--- config.mk ---
export PLATFORM = sky130hd
export DESIGN_NAME = chmod_top
export DESIGN_NICKNAME = d
export VERILOG_FILES = /design/src/source/chmod_pkg.sv /design/src/source/chmod_dds.sv /design/src/source/channel_modulator.sv /design/src/source/chmod_wb_regs.sv /design/src/source/chmod_combiner.sv /design/src/source/chmod_top.sv
export SDC_FILE = /design/constraint.sdc
export NUM_CORES = 1
export LEC_CHECK = 0
export ABC_AREA = 1
export BUFFER_PORTS_ARGS = -buffer_cell sky130_fd_sc_hd__buf_4
export CAP_MARGIN = 20
export CORE_MARGIN = 3
export CORE_UTILIZATION = 44
export CTS_CLUSTER_DIAMETER = 50
export DETAILED_ROUTE_END_ITERATION = 8
export GPL_TIMING_DRIVEN = 0
export PLACE_DENSITY = 0.95
export SYNTH_ARGS = -nofsm -noshare
export SYNTH_HDL_FRONTEND = slang
export SYNTH_MEMORY_MAX_BITS = 65536
export SYNTH_SLANG_ARGS = --single-unit
export TNS_END_PERCENT = 100
--- constraint.sdc ---
create_clock -name i_clock -period 3.3 [get_ports i_clock]
set_input_delay 0.165 -clock i_clock [delete_from_list [all_inputs] [get_ports i_clock]]
set_output_delay 0.165 -clock i_clock [all_outputs]
set_load 0.02 [all_outputs]
--- src/source/chmod_cos_table.mem ---
// Cosine quarter wave, entry k = round(131071 * cos(k * pi / 128)), 18-bit hex
1FFFF
1FFD8
1FF61
1FE9C
1FD88
1FC25
1FA74
1F875
1F629
1F38E
1F0A7
1ED73
1E9F3
1E628
1E211
1DDB0
1D906
1D412
1CED7
1C954
1C38A
1BD7B
1B727
1B090
1A9B6
1A29A
19B3D
193A1
18BC7
183B0
17B5D
172D0
16A09
1610B
157D6
14E6C
144CF
13AFF
130FF
126D0
11C73
111EB
10738
0FC5D
0F15A
0E633
0DAE8
0CF7B
0C3EF
0B844
0AC7C
0A09B
094A0
0888E
07C68
0702E
063E3
05788
04B20
03EAC
0322F
025AA
0191F
00C91
00000

--- src/source/chmod_pkg.sv ---
package chmod_pkg;

    localparam int NUM_CHANNELS = 4;
    localparam int CHAN_SEL_WIDTH = $clog2(NUM_CHANNELS);
    localparam int SAMPLE_WIDTH = 16;
    localparam int SAMPLE_MAX = 2 ** (SAMPLE_WIDTH - 1) - 1;
    localparam int SAMPLE_MIN = -(2 ** (SAMPLE_WIDTH - 1));
    localparam int PHASE_WIDTH = 12;
    localparam int TRIG_WIDTH = 18;
    localparam int TRIG_SHIFT = 17;
    localparam int PROD_WIDTH = SAMPLE_WIDTH + TRIG_WIDTH;
    // Guard bits for the channel sum
    localparam int SUM_WIDTH = SAMPLE_WIDTH + CHAN_SEL_WIDTH;
    localparam int WB_DATA_WIDTH = 32;

    // Quarter-wave cosine table with 64 steps per quadrant plus the end point
    localparam int TABLE_PHASE_WIDTH = 8;
    localparam int TABLE_INDEX_WIDTH = TABLE_PHASE_WIDTH - 2;
    localparam int TABLE_DEPTH = 2 ** TABLE_INDEX_WIDTH + 1;
    localparam string TABLE_FILE = "/design/src/source/chmod_cos_table.mem";

    typedef struct packed {
        logic signed [SAMPLE_WIDTH-1:0] inph;
        logic signed [SAMPLE_WIDTH-1:0] quad;
    } iq_sample_t;

    typedef struct packed {
        logic                      cyc;
        logic                      stb;
        logic                      we;
        logic [CHAN_SEL_WIDTH-1:0] adr;
        logic [WB_DATA_WIDTH-1:0]  dat;
    } wb_req_t;

    typedef struct packed {
        logic                     ack;
        logic [WB_DATA_WIDTH-1:0] dat;
    } wb_rsp_t;

    typedef struct packed {
        logic                   valid;
        logic [PHASE_WIDTH-1:0] inc;
    } phase_load_t;

endpackage

--- src/source/chmod_dds.sv ---
`timescale 1ns/1ps

module chmod_dds (
    input  logic                                    i_clock,
    input  logic                                    i_reset,
    input  logic                                    i_ready,
    input  chmod_pkg::phase_load_t                  i_phase_load,
    output logic signed [chmod_pkg::TRIG_WIDTH-1:0] o_cosine_data,
    output logic signed [chmod_pkg::TRIG_WIDTH-1:0] o_sine_data
);
    import chmod_pkg::*;

    logic signed [TRIG_WIDTH-1:0] cos_table [TABLE_DEPTH];
    logic [PHASE_WIDTH-1:0]       phase_inc;
    logic [PHASE_WIDTH-1:0]       phase_acc;
    logic [TABLE_PHASE_WIDTH-1:0] table_phase;
    logic [1:0]                   quadrant;
    logic [TABLE_INDEX_WIDTH-1:0] table_index;

    initial begin
        $readmemh(TABLE_FILE, cos_table);
    end

    // Full-period cosine from the quarter table
    function automatic logic signed [TRIG_WIDTH-1:0] fold_cosine(
        input logic [1:0]                   quarter,
        input logic [TABLE_INDEX_WIDTH-1:0] k
    );
        logic signed [TRIG_WIDTH-1:0] near_val;
        logic signed [TRIG_WIDTH-1:0] far_val;
        near_val = cos_table[k];
        far_val = cos_table[(TABLE_INDEX_WIDTH+1)'(TABLE_DEPTH - 1) - {1'b0, k}];
        case (quarter)
            2'd0:    fold_cosine = near_val;
            2'd1:    fold_cosine = -far_val;
            2'd2:    fold_cosine = -near_val;
            default: fold_cosine = far_val;
        endcase
    endfunction

    assign table_phase = phase_acc[PHASE_WIDTH-1 -: TABLE_PHASE_WIDTH];
    assign quadrant = table_phase[TABLE_PHASE_WIDTH-1 -: 2];
    assign table_index = table_phase[TABLE_INDEX_WIDTH-1:0];

    always_ff @(posedge i_clock) begin
        if (i_reset) begin
            phase_inc <= '0;
            phase_acc <= '0;
            o_cosine_data <= '0;
            o_sine_data <= '0;
        end else begin
            // New increment counts from the next ready edge
            if (i_phase_load.valid) begin
                phase_inc <= i_phase_load.inc;
            end
            if (i_ready) begin
                phase_acc <= phase_acc + phase_inc;
                o_cosine_data <= fold_cosine(quadrant, table_index);
                // Sine is cosine one quadrant back
                o_sine_data <= fold_cosine(quadrant - 2'd1, table_index);
            end
        end
    end

endmodule

--- src/source/channel_modulator.sv ---
`timescale 1ns/1ps

module channel_modulator (
    input  logic                   i_clock,
    input  logic                   i_reset,
    input  logic                   i_ready,
    input  chmod_pkg::iq_sample_t  i_sample,
    input  chmod_pkg::phase_load_t i_phase_load,
    output chmod_pkg::iq_sample_t  o_sample
);
    import chmod_pkg::*;

    logic signed [TRIG_WIDTH-1:0]   dds_cosine_data;
    logic signed [TRIG_WIDTH-1:0]   dds_sine_data;

    logic signed [SAMPLE_WIDTH-1:0] inph_reg0;
    logic signed [SAMPLE_WIDTH-1:0] quad_reg0;
    logic signed [TRIG_WIDTH-1:0]   cos_reg0;
    logic signed [TRIG_WIDTH-1:0]   sin_reg0;

    logic signed [PROD_WIDTH-1:0]   inph_cos_reg1;
    logic signed [PROD_WIDTH-1:0]   inph_sin_reg1;
    logic signed [SAMPLE_WIDTH-1:0] quad_reg1;
    logic signed [TRIG_WIDTH-1:0]   cos_reg1;
    logic signed [TRIG_WIDTH-1:0]   sin_reg1;

    logic signed [PROD_WIDTH-1:0]   inph_cos_reg2;
    logic signed [PROD_WIDTH-1:0]   inph_sin_reg2;
    logic signed [PROD_WIDTH-1:0]   quad_cos_reg2;
    logic signed [PROD_WIDTH-1:0]   quad_sin_reg2;

    // One extra bit so the add and subtract cannot wrap
    logic signed [PROD_WIDTH:0]     inph_sum;
    logic signed [PROD_WIDTH:0]     quad_sum;

    chmod_dds u_chmod_dds (
        .i_clock      (i_clock),
        .i_reset      (i_reset),
        .i_ready      (i_ready),
        .i_phase_load (i_phase_load),
        .o_cosine_data(dds_cosine_data),
        .o_sine_data  (dds_sine_data)
    );

    assign inph_sum = inph_cos_reg2 - quad_sin_reg2;
    assign quad_sum = inph_sin_reg2 + quad_cos_reg2;

    always_ff @(posedge i_clock) begin
        if (i_reset) begin
            inph_reg0 <= '0;
            quad_reg0 <= '0;
            cos_reg0 <= '0;
            sin_reg0 <= '0;
            inph_cos_reg1 <= '0;
            inph_sin_reg1 <= '0;
            quad_reg1 <= '0;
            cos_reg1 <= '0;
            sin_reg1 <= '0;
            inph_cos_reg2 <= '0;
            inph_sin_reg2 <= '0;
            quad_cos_reg2 <= '0;
            quad_sin_reg2 <= '0;
            o_sample <= '0;
        end else if (i_ready) begin
            // Capture sample with the current oscillator output
            inph_reg0 <= i_sample.inph;
            quad_reg0 <= i_sample.quad;
            cos_reg0 <= dds_cosine_data;
            sin_reg0 <= dds_sine_data;
            // In-phase products first
            inph_cos_reg1 <= inph_reg0 * cos_reg0;
            inph_sin_reg1 <= inph_reg0 * sin_reg0;
            quad_reg1 <= quad_reg0;
            cos_reg1 <= cos_reg0;
            sin_reg1 <= sin_reg0;
            // Quadrature products one stage later
            inph_cos_reg2 <= inph_cos_reg1;
            inph_sin_reg2 <= inph_sin_reg1;
            quad_cos_reg2 <= quad_reg1 * cos_reg1;
            quad_sin_reg2 <= quad_reg1 * sin_reg1;
            // Scale down by the table amplitude, then truncate
            o_sample.inph <= inph_sum[TRIG_SHIFT +: SAMPLE_WIDTH];
            o_sample.quad <= quad_sum[TRIG_SHIFT +: SAMPLE_WIDTH];
        end
    end

endmodule

--- src/source/chmod_wb_regs.sv ---
`timescale 1ns/1ps

module chmod_wb_regs (
    input  logic                   i_clock,
    input  logic                   i_reset,
    input  chmod_pkg::wb_req_t     i_wb,
    output chmod_pkg::wb_rsp_t     o_wb,
    output chmod_pkg::phase_load_t o_phase_load [chmod_pkg::NUM_CHANNELS]
);
    import chmod_pkg::*;

    logic [PHASE_WIDTH-1:0]  inc_regs [NUM_CHANNELS];
    logic [NUM_CHANNELS-1:0] load_strobe;
    logic                    bus_req;

    // New request only while no ack is out
    assign bus_req = i_wb.cyc && i_wb.stb && !o_wb.ack;

    always_ff @(posedge i_clock) begin
        if (i_reset) begin
            o_wb <= '0;
            load_strobe <= '0;
            for (int ch = 0; ch < NUM_CHANNELS; ch++) begin
                inc_regs[ch] <= '0;
            end
        end else begin
            o_wb.ack <= bus_req;
            if (bus_req && !i_wb.we) begin
                o_wb.dat <= WB_DATA_WIDTH'(inc_regs[i_wb.adr]);
            end
            for (int ch = 0; ch < NUM_CHANNELS; ch++) begin
                load_strobe[ch] <= bus_req && i_wb.we
                                   && (i_wb.adr == CHAN_SEL_WIDTH'(ch));
            end
            if (bus_req && i_wb.we) begin
                inc_regs[i_wb.adr] <= i_wb.dat[PHASE_WIDTH-1:0];
            end
        end
    end

    // Strobe lines up with the write ack
    always_comb begin
        for (int ch = 0; ch < NUM_CHANNELS; ch++) begin
            o_phase_load[ch].valid = load_strobe[ch];
            o_phase_load[ch].inc = inc_regs[ch];
        end
    end

endmodule

--- src/source/chmod_combiner.sv ---
`timescale 1ns/1ps

module chmod_combiner (
    input  logic                  i_clock,
    input  logic                  i_reset,
    input  logic                  i_ready,
    input  chmod_pkg::iq_sample_t i_channels [chmod_pkg::NUM_CHANNELS],
    output chmod_pkg::iq_sample_t o_sample
);
    import chmod_pkg::*;

    logic signed [SUM_WIDTH-1:0] inph_sum;
    logic signed [SUM_WIDTH-1:0] quad_sum;

    function automatic logic signed [SAMPLE_WIDTH-1:0] saturate(
        input logic signed [SUM_WIDTH-1:0] value
    );
        if (value > SAMPLE_MAX) begin
            saturate = SAMPLE_WIDTH'(SAMPLE_MAX);
        end else if (value < SAMPLE_MIN) begin
            saturate = SAMPLE_WIDTH'(SAMPLE_MIN);
        end else begin
            saturate = SAMPLE_WIDTH'(value);
        end
    endfunction

    always_comb begin
        inph_sum = '0;
        quad_sum = '0;
        for (int ch = 0; ch < NUM_CHANNELS; ch++) begin
            inph_sum = inph_sum + i_channels[ch].inph;
            quad_sum = quad_sum + i_channels[ch].quad;
        end
    end

    always_ff @(posedge i_clock) begin
        if (i_reset) begin
            o_sample <= '0;
        end else if (i_ready) begin
            o_sample.inph <= saturate(inph_sum);
            o_sample.quad <= saturate(quad_sum);
        end
    end

endmodule

--- src/source/chmod_top.sv ---
`timescale 1ns/1ps

module chmod_top (
    input  logic                  i_clock,
    input  logic                  i_reset,
    input  chmod_pkg::wb_req_t    i_wb,
    output chmod_pkg::wb_rsp_t    o_wb,
    input  chmod_pkg::iq_sample_t i_samples [chmod_pkg::NUM_CHANNELS],
    output logic                  o_ready,
    output chmod_pkg::iq_sample_t o_sample,
    input  logic                  i_ready
);
    import chmod_pkg::*;

    phase_load_t phase_load [NUM_CHANNELS];
    iq_sample_t  channel_samples [NUM_CHANNELS];

    // Upstream stalls together with downstream
    assign o_ready = i_ready;

    chmod_wb_regs u_chmod_wb_regs (
        .i_clock     (i_clock),
        .i_reset     (i_reset),
        .i_wb        (i_wb),
        .o_wb        (o_wb),
        .o_phase_load(phase_load)
    );

    for (genvar ch = 0; ch < NUM_CHANNELS; ch++) begin : g_channel
        channel_modulator u_channel_modulator (
            .i_clock     (i_clock),
            .i_reset     (i_reset),
            .i_ready     (i_ready),
            .i_sample    (i_samples[ch]),
            .i_phase_load(phase_load[ch]),
            .o_sample    (channel_samples[ch])
        );
    end

    chmod_combiner u_chmod_combiner (
        .i_clock   (i_clock),
        .i_reset   (i_reset),
        .i_ready   (i_ready),
        .i_channels(channel_samples),
        .o_sample  (o_sample)
    );

endmodule

Yosys cells after proc, flatten, opt, wreduce, memory -nomap -nowiden
Memory sizes are Yosys's and may differ from the RTL's. A register that Yosys moved wholly into a read port is not among the register bits.
Index checks and enable logic that the tools add are counted.
{"block": "totals", "register_bits": 1629, "latchBits": 0, "ramBits": 48, "rom_bits": 0, "output_inout_bits": 66, "n_memories": 1}
{"name": "u_chmod_wb_regs.inc_regs", "words": 4, "width": 12, "read_ports": 5, "rd_clocked_by_memory_dff": 5, "wr": 4, "line_no": "chmod_wb_regs.sv:12", "source": "logic [PHASE_WIDTH-1:0] inc_regs [NUM_CHANNELS];"}
{"block": "classes", "add_sub_neg": 30, "multipliers": 16, "div_mod_pow": 0, "order_cmp": 4, "eq_ne": 19, "shifts": 0, "muxes": 20, "n_bitwise": 0, "n_reduce_logical": 20}
{"cell": "multiplier 16 x 18 -> 33 bit", "count": 16}
{"cell": "one-hot mux 18 bit (3 select lines)", "count": 8}
{"cell": "negator 18 bit (first input constant)", "count": 8}
{"cell": "adder 33 bit", "count": 4}
{"cell": "subtractor 33 bit", "count": 4}
{"cell": "two-way mux 16 bit", "count": 4}
{"cell": "adder 12 bit", "count": 4}
{"cell": "adder 17 x 16 -> 18 bit", "count": 2}
{"cell": "adder 18 x 16 -> 18 bit", "count": 2}
{"cell": "greater-than comparator 18 x 16 -> 1 bit (second input constant)", "count": 2}
{"cell": "less-than comparator 18 x 16 -> 1 bit (second input constant)", "count": 2}
{"cell": "adder 16 x 16 -> 17 bit", "count": 2}
{"cell": "equality test 2 bit (second input constant)", "count": 10}
{"cell": "equality test 2 x 1 -> 1 bit (second input constant)", "count": 9}
{"cell": "zero test 2 bit", "count": 9}
{"cell": "two-way mux 12 bit", "count": 1}
{"cell": "OR reduction 12 bit", "count": 1}
{"cell": "logical AND 1 bit", "count": 8}
{"cell": "subtractor 2 x 1 -> 2 bit (second input constant)", "count": 4}
{"cell": "two-way mux 1 bit", "count": 6}
{"cell": "zero test 1 bit", "count": 2}
{"cell": "two-way mux 2 bit", "count": 1}

Depth between registers and ports, before layout
Gate-level depths: netlist of the first run.
{"block": "depth", "ltp_word": 8, "depth_mapped": 8, "mapped_depth_nobuf": 6}

Modules after synthesis
Synthesis of the first run repeated with hierarchy kept, for this count alone.
{"block": "hier_totals", "cells_unflattened": 35498, "hier_area_um2": 258638.1}
{"module": "channel_modulator (g_channel[1].u_channel_modulator ...)", "n_inst": 2, "cells_per_inst": 8539, "area_per_inst_um2": 62234.7, "seq_area_each_um2": 7006.7}
{"module": "channel_modulator (g_channel[0].u_channel_modulator)", "n_inst": 1, "cells_per_inst": 8625, "area_per_inst_um2": 62558.7, "seq_area_each_um2": 7006.7}
{"module": "channel_modulator (g_channel[3].u_channel_modulator)", "n_inst": 1, "cells_per_inst": 8541, "area_per_inst_um2": 62243.4, "seq_area_each_um2": 7006.7}
{"module": "chmod_combiner", "n_inst": 1, "cells_per_inst": 750, "area_per_inst_um2": 5197.5, "seq_area_each_um2": 640.6}
{"module": "chmod_wb_regs", "n_inst": 1, "cells_per_inst": 355, "area_per_inst_um2": 3065.4, "seq_area_each_um2": 1781.7}
{"module": "chmod_dds", "n_inst": 4, "cells_per_inst": 37, "area_per_inst_um2": 274.0, "seq_area_each_um2": 0.0}
{"module": "chmod_top", "n_inst": 1, "cells_per_inst": 1, "area_per_inst_um2": 7.5, "seq_area_each_um2": 0.0}

Worst setup path before layout of the first run
Ideal clock, no wire load.
{"block": "synth_timing", "path_type": "reg-to-reg", "from": "register, netlist name u_chmod_wb_regs.o_wb[32]", "to": "memory u_chmod_wb_regs.inc_regs[0][0], enable pin", "arrival_ns": 1.287, "required_ns": 2.950, "slack_ns": 1.663, "path_stages_with_launch": 5, "cell_sequence": "dfxtp_1 > nor3_4 > nand4_1 > buf_2 > nand2_1"}
{"element": "to (decl)", "line_no": "chmod_wb_regs.sv:12"}

==> results.txt, run 1 <==
final critical-path required period - 2.01 ns
total global routing overflow - 0
layout cell share with drive strength beyond 1 - 0.218
initial antenna violation count - 0
worst slew pin tran - 0.609 ns
total track usage - 0.192
Final HPWL DP - 5390 um
Final GP Congestion - 0.916
CTS resizes - 0
Syn Inst Count - 401
Initial Util - 0.465
outcome - completed
Worst Hold Class - input pin to register
diode count - 0
layout net count - 662
P_leak - 2.14 nW
Synth Area per Inst - 8.09 sq um
number of distinct library cells after synthesis - 13
crit path kind - register to register
drt drc - 0
Seq/Total Area, Yosys - 0.525
cell area after synthesis - 3240 sq um
RSZ-0062 raised after global routing - false
R2R Path End - u_chmod_wb_regs.inc_regs[2][8]$_SDFFCE_PN0P_
core area - 6980 sq um
Compound-Gate Fraction of Synth Area - 0
Post-Layout Cell Count - 595
row cnt - 30
synthesized flop and latch total - 61
drt first pass iters - 4
CP required - 3.27 ns
Detail Route Antenna Nets - 0
largest family of logic cells by synthesized area - simple AND/OR/NAND/NOR gates
Synth Area in Simple Gates - 0.242
clk_lat worst skew - 0.34 ns
post-synthesis mux area share - 0
slew margin rel. - 0.593
Synth Area in Adders - 0
Fin. Hold Viols - 0
H-tree Lvls - 3
maximum vdd drop - 0.000436 V
reg2reg setup slack - 1.29 ns
Worst R2R Start - u_chmod_wb_regs.o_wb[32]$_SDFF_PP0_
Critical Path End Type - register
CTS tree - done
global-route wire length before repair - 12300 um
CP Max Fanout - 12
routed wire length per instance - 13.0 um
Cells after DPL - 579
fin. max-slew vios - 0
Reg2Reg Depth - 4
PwrDens - 465 nW/um^2
Die Y-Extent - 91.9 um
CP endpoint - u_chmod_wb_regs.inc_regs[2][8]$_SDFFCE_PN0P_
Max Clk Rate - 0.498 GHz
postcts setup bufs - 0
I/O Buffers - 31
Max Cap Viol - 0
clock skew - 0.00695 ns
Area Overhead vs Synth - 23.1%
largest net degree at the start of global routing - 13
fin crit share - 0.608
Vias - 2605
Top Ports - 234
Ys Warns - 0
vias per inst - 4.38
DIE AREA - 8440 sq um
Die Wd - 91.9 um
First DRT Iteration DRCs - 220
drt total wl - 7760 um
Fin Setup TNS - 0 ns
clk buf depth - 2
vias in the first global route - 2681
cts hold-fix bufs - 0
Worst Setup SP - u_chmod_wb_regs.o_wb[32]$_SDFF_PP0_
XOR/XNOR share of the synthesized area - 0
Critical Path AT - 1.97 ns
Root Buffer - clkbuf_8
Num Clock Sinks - 61
endpoints failing setup - 0
Worst setup SP type - register
clk slew on worst S/H paths - 0.06 ns
TritonCTS Buffers - 9
per-stage QoR:
stage / power (W) / util / worst slack, ns / cell area, sq um / hold WS (ns)
after floorplan: 0.00109 / - / 1.66 / 3430 / 0.253
after global placement: 0.00115 / 0.542 / 1.43 / 3790 / 0.376
after detailed placement: 0.00116 / 0.542 / 1.28 / 3790 / 0.381
after CTS: 0.00185 / 0.572 / 1.26 / 3990 / 0.0206
after global routing: 0.00193 / 0.572 / 1.19 / 3990 / 0.0179
final: 0.00186 / 0.572 / 1.29 / 3990 / 0.0356
final cells by class:
| cell class | instances | area [sq um] |
|---|---|---|
| clock inverter | 5 | 75.1 |
| tap | 96 | 120 |
| sequential | 61 | 1700 |
| fill | 592 | 2990 |
| buffer | 67 | 464 |
| clock buffer | 11 | 131 |
| inverter | 77 | 289 |
| multi-input combinational | 247 | 980 |
| timing repair buffer | 31 | 233 |
logic make-up after synthesis:
family                 Yosys count
and+or+nand+nor                195
buffers and inverters          144
DFF                             61
other                            1
routing by layer:
layer | up-vias | share of wire | global-route usage
li1 | 1279 | - | -
met1 | 1174 | 0.33 | 0.187
met2 | 120 | 0.55 | 0.351
met3 | 32 | 0.072 | 0.0500
met4 | 0 | 0.052 | 0.130
met5 | - | 0 | 0
worst min-delay path by stage:
stage / depth (start not counted) / start / slack [ns] / to
after floorplan: 1 / i_reset / 0.25 / u_chmod_wb_regs.o_wb[32]$_SDFF_PP0_
after global placement: 2 / i_reset / 0.38 / u_chmod_wb_regs.o_wb[32]$_SDFF_PP0_
after detailed placement: 2 / i_reset / 0.38 / u_chmod_wb_regs.o_wb[32]$_SDFF_PP0_
after CTS: 2 / i_reset / 0.02 / u_chmod_wb_regs.o_wb[32]$_SDFF_PP0_
after global routing: 2 / i_reset / 0.02 / u_chmod_wb_regs.o_wb[32]$_SDFF_PP0_
final: 2 / i_reset / 0.04 / u_chmod_wb_regs.o_wb[32]$_SDFF_PP0_
placed cells by master (no fill, tap or decap):
cell type,n
clkinvlp_4,1
clkinv_1,2
nor2_1,73
nor3_4,1
bufinv_16,2
nand4_1,3
buf_4,84
dfxtp_1,13
nand2_1,92
clkbuf_8,9
edfxtp_1,48
inv_1,76
clkbuf_1,5
nand3_1,26
conb_1,52
inv_2,1
buf_2,11
cell usage after synthesis (all sizes together):
cell type	count	area [sq um]
buf	64	453
clkbuf	3	11.3
conb	1	3.75
dfxtp	13	260
edfxtp	48	1440
inv	77	289
nand2	92	345
nand3	26	130
nand4	3	18.8
nor2	73	274
nor3	1	16.3
critical path: stages, from the launching register on:
cell     delay, ns
dfxtp_1       0.34
nor3_4        0.29
nand4_1       0.24
buf_2         0.28
nand2_1       0.49
state kept, by name, summed over array words and instances, names as in the netlist:
| signal | cells |
|---|---|
| u_chmod_wb_regs.inc_regs | 48 |
| u_chmod_wb_regs.o_wb | 13 |
where the power goes:
group	switching, W	internal, W	total, W
clock network	0.000284	0.000421	0.000705
registers	0.0000129	0.000865	0.000878
logic	0.000177	0.0000994	0.000276
total	0.000473	0.00138	0.00186
No activity file was read; power rests on OpenSTA's default activity.
==> run 2: changes to the inputs <==
CORE_UTILIZATION = 37   (was 44)
PLACE_DENSITY = 0.86   (was 0.95)
clock period = 1.8 ns   (was 3.3 ns; I/O delays follow)
==> results.txt, run 2 (synthesis results as in run 1) <==
CP Max Fanout - 12
Top reg by flops - u_chmod_wb_regs.inc_regs
dpl ws - -0.103 ns
crit path kind - register to register
placed cell areas - 3800 sq um
clk slew on worst S/H paths - 0.08 ns
diode count - 0
Root Buffer - clkbuf_8
clk_lat worst skew - 0.35 ns
Max Clk Rate - 0.607 GHz
largest stage delay on the critical path - 0.35 ns
layout cell share with drive strength beyond 1 - 0.232
postcts setup bufs - 0
slew margin rel. - 0.546
core area - 8380 sq um
vias in the first global route - 2524
DIE AREA - 9920 sq um
routed wire length per instance - 12.4 um
CP cell instances - nor3_4, nand4_1, buf_2, nand2_4
Reg2Reg Depth - 4
largest net degree at the start of global routing - 13
CTS tree - done
final critical-path required period - 1.65 ns
Fin. Hold Viols - 0
Num Clock Sinks - 61
drt drc - 0
Critical Path AT - 1.68 ns
top flop regs - u_chmod_wb_regs.inc_regs x48, u_chmod_wb_regs.o_wb x13
I/O Buffers - 31
H-tree Lvls - 3
Final HPWL DP - 5360 um
Hold Slack - 0.0817 ns
PwrDens - 857 nW/um^2
Post-Layout Cell Count - 605
Die Wd - 99.6 um
Worst Hold Class - input pin to register
Final GP Congestion - 0.855
outcome - completed
number of fill cells - 783
First DRT Iteration DRCs - 163
number of flip-flops in the largest register - 48
fin. max-slew vios - 0
Worst setup SP type - register
slowest cell on the critical path - dfxtp_1
maximum vdd drop - 0.000709 V
global-route wire length before repair - 11800 um
Layout Cell Area excl Fill - 4060 sq um
commonest non-fill, non-tap cell in the layout - nand2_1
CP required - 1.84 ns
RSZ-0062 raised after global routing - false
vias per inst - 4.31
total track usage - 0.155
endpoints failing setup - 0
Cells after DPL - 588
total global routing overflow - 0
Detail Route Antenna Nets - 0
P_leak - 2.17 nW
hold path depth - 3
TritonCTS Buffers - 9
initial antenna violation count - 0
Critical Path End Type - register
Initial Util - 0.387
worst setup margin - 0.152 ns
Max Cap Viol - 0
clk buf depth - 2
Vias - 2610
layout net count - 663
clock skew - 0.0107 ns
Area Overhead vs Synth - 25.0%
Die Y-Extent - 99.6 um
commonest non-fill, non-tap cells in the layout - nand2_1 (89), buf_4 (84), inv_1 (76)
drt total wl - 7480 um
Top Ports - 234
drt first pass iters - 5
row cnt - 33
worst slew pin tran - 0.680 ns
fin crit share - 0.915
Fin Setup TNS - 0 ns
## run 2: cell type report
class,count,area [sq um],share of cell area
flip-flops and latches,61,1700,0.420
multi-input cells,247,1000,0.247
plain buffers,67,464,0.114
inverters,77,289,0.0713
repair buffers,32,243,0.0599
clock buffers,10,138,0.0339
well taps,105,131,0.0324
clock inverters,6,86.3,0.0213
## run 2: power by group
part	internal, W	leakage [nW]	switching (W)
combinational	0.000186	1.46	0.000321
sequential	0.00158	0.594	0.0000233
clock	0.000814	0.112	0.000546
total	0.00258	2.17	0.000891
## run 2: metal layers
metal	global-route usage	vias up	share of wire
met2	0.277	150	0.52
met3	0.0379	16	0.097
li1	-	1285	-
met5	0	-	0
met4	0.0756	0	0.020
met1	0.171	1159	0.36
## run 2: path summary, 6_finish.rpt
kind	from	to	slack, ns
max	u_chmod_wb_regs.o_wb[32]$_SDFF_PP0_	u_chmod_wb_regs.inc_regs[0][11]$_SDFFCE_PN0P_	0.15
min	i_wb[4]	u_chmod_wb_regs.inc_regs[0][4]$_SDFFCE_PN0P_	0.08
max reg2reg	u_chmod_wb_regs.o_wb[32]$_SDFF_PP0_	u_chmod_wb_regs.inc_regs[0][11]$_SDFFCE_PN0P_	0.15
min reg2reg	u_chmod_wb_regs.o_wb[2]$_SDFFE_PP0P_	u_chmod_wb_regs.o_wb[2]$_SDFFE_PP0P_	0.52
## run 2: critical path, delay by kind of cell, from the launching register on
kind	cells	cell delay, ns
buf+inv	1	0.28
flops	1	0.35
simple gates	3	0.71
## run 2: repair_timing
action,4_1_cts,5_1_grt
resized for setup,3,3
setup endpoints to repair,36,22
hold buffers,1,0
endpoints found under the hold margin,1,0
## run 2: per-stage QoR
| step | util | power, W |
|---|---|---|
| floorplan | - | 0.00200 |
| global placement | 0.453 | 0.00211 |
| detailed placement | 0.453 | 0.00213 |
| CTS | 0.482 | 0.00347 |
| global route | 0.484 | 0.00360 |
| finish | 0.484 | 0.00347 |
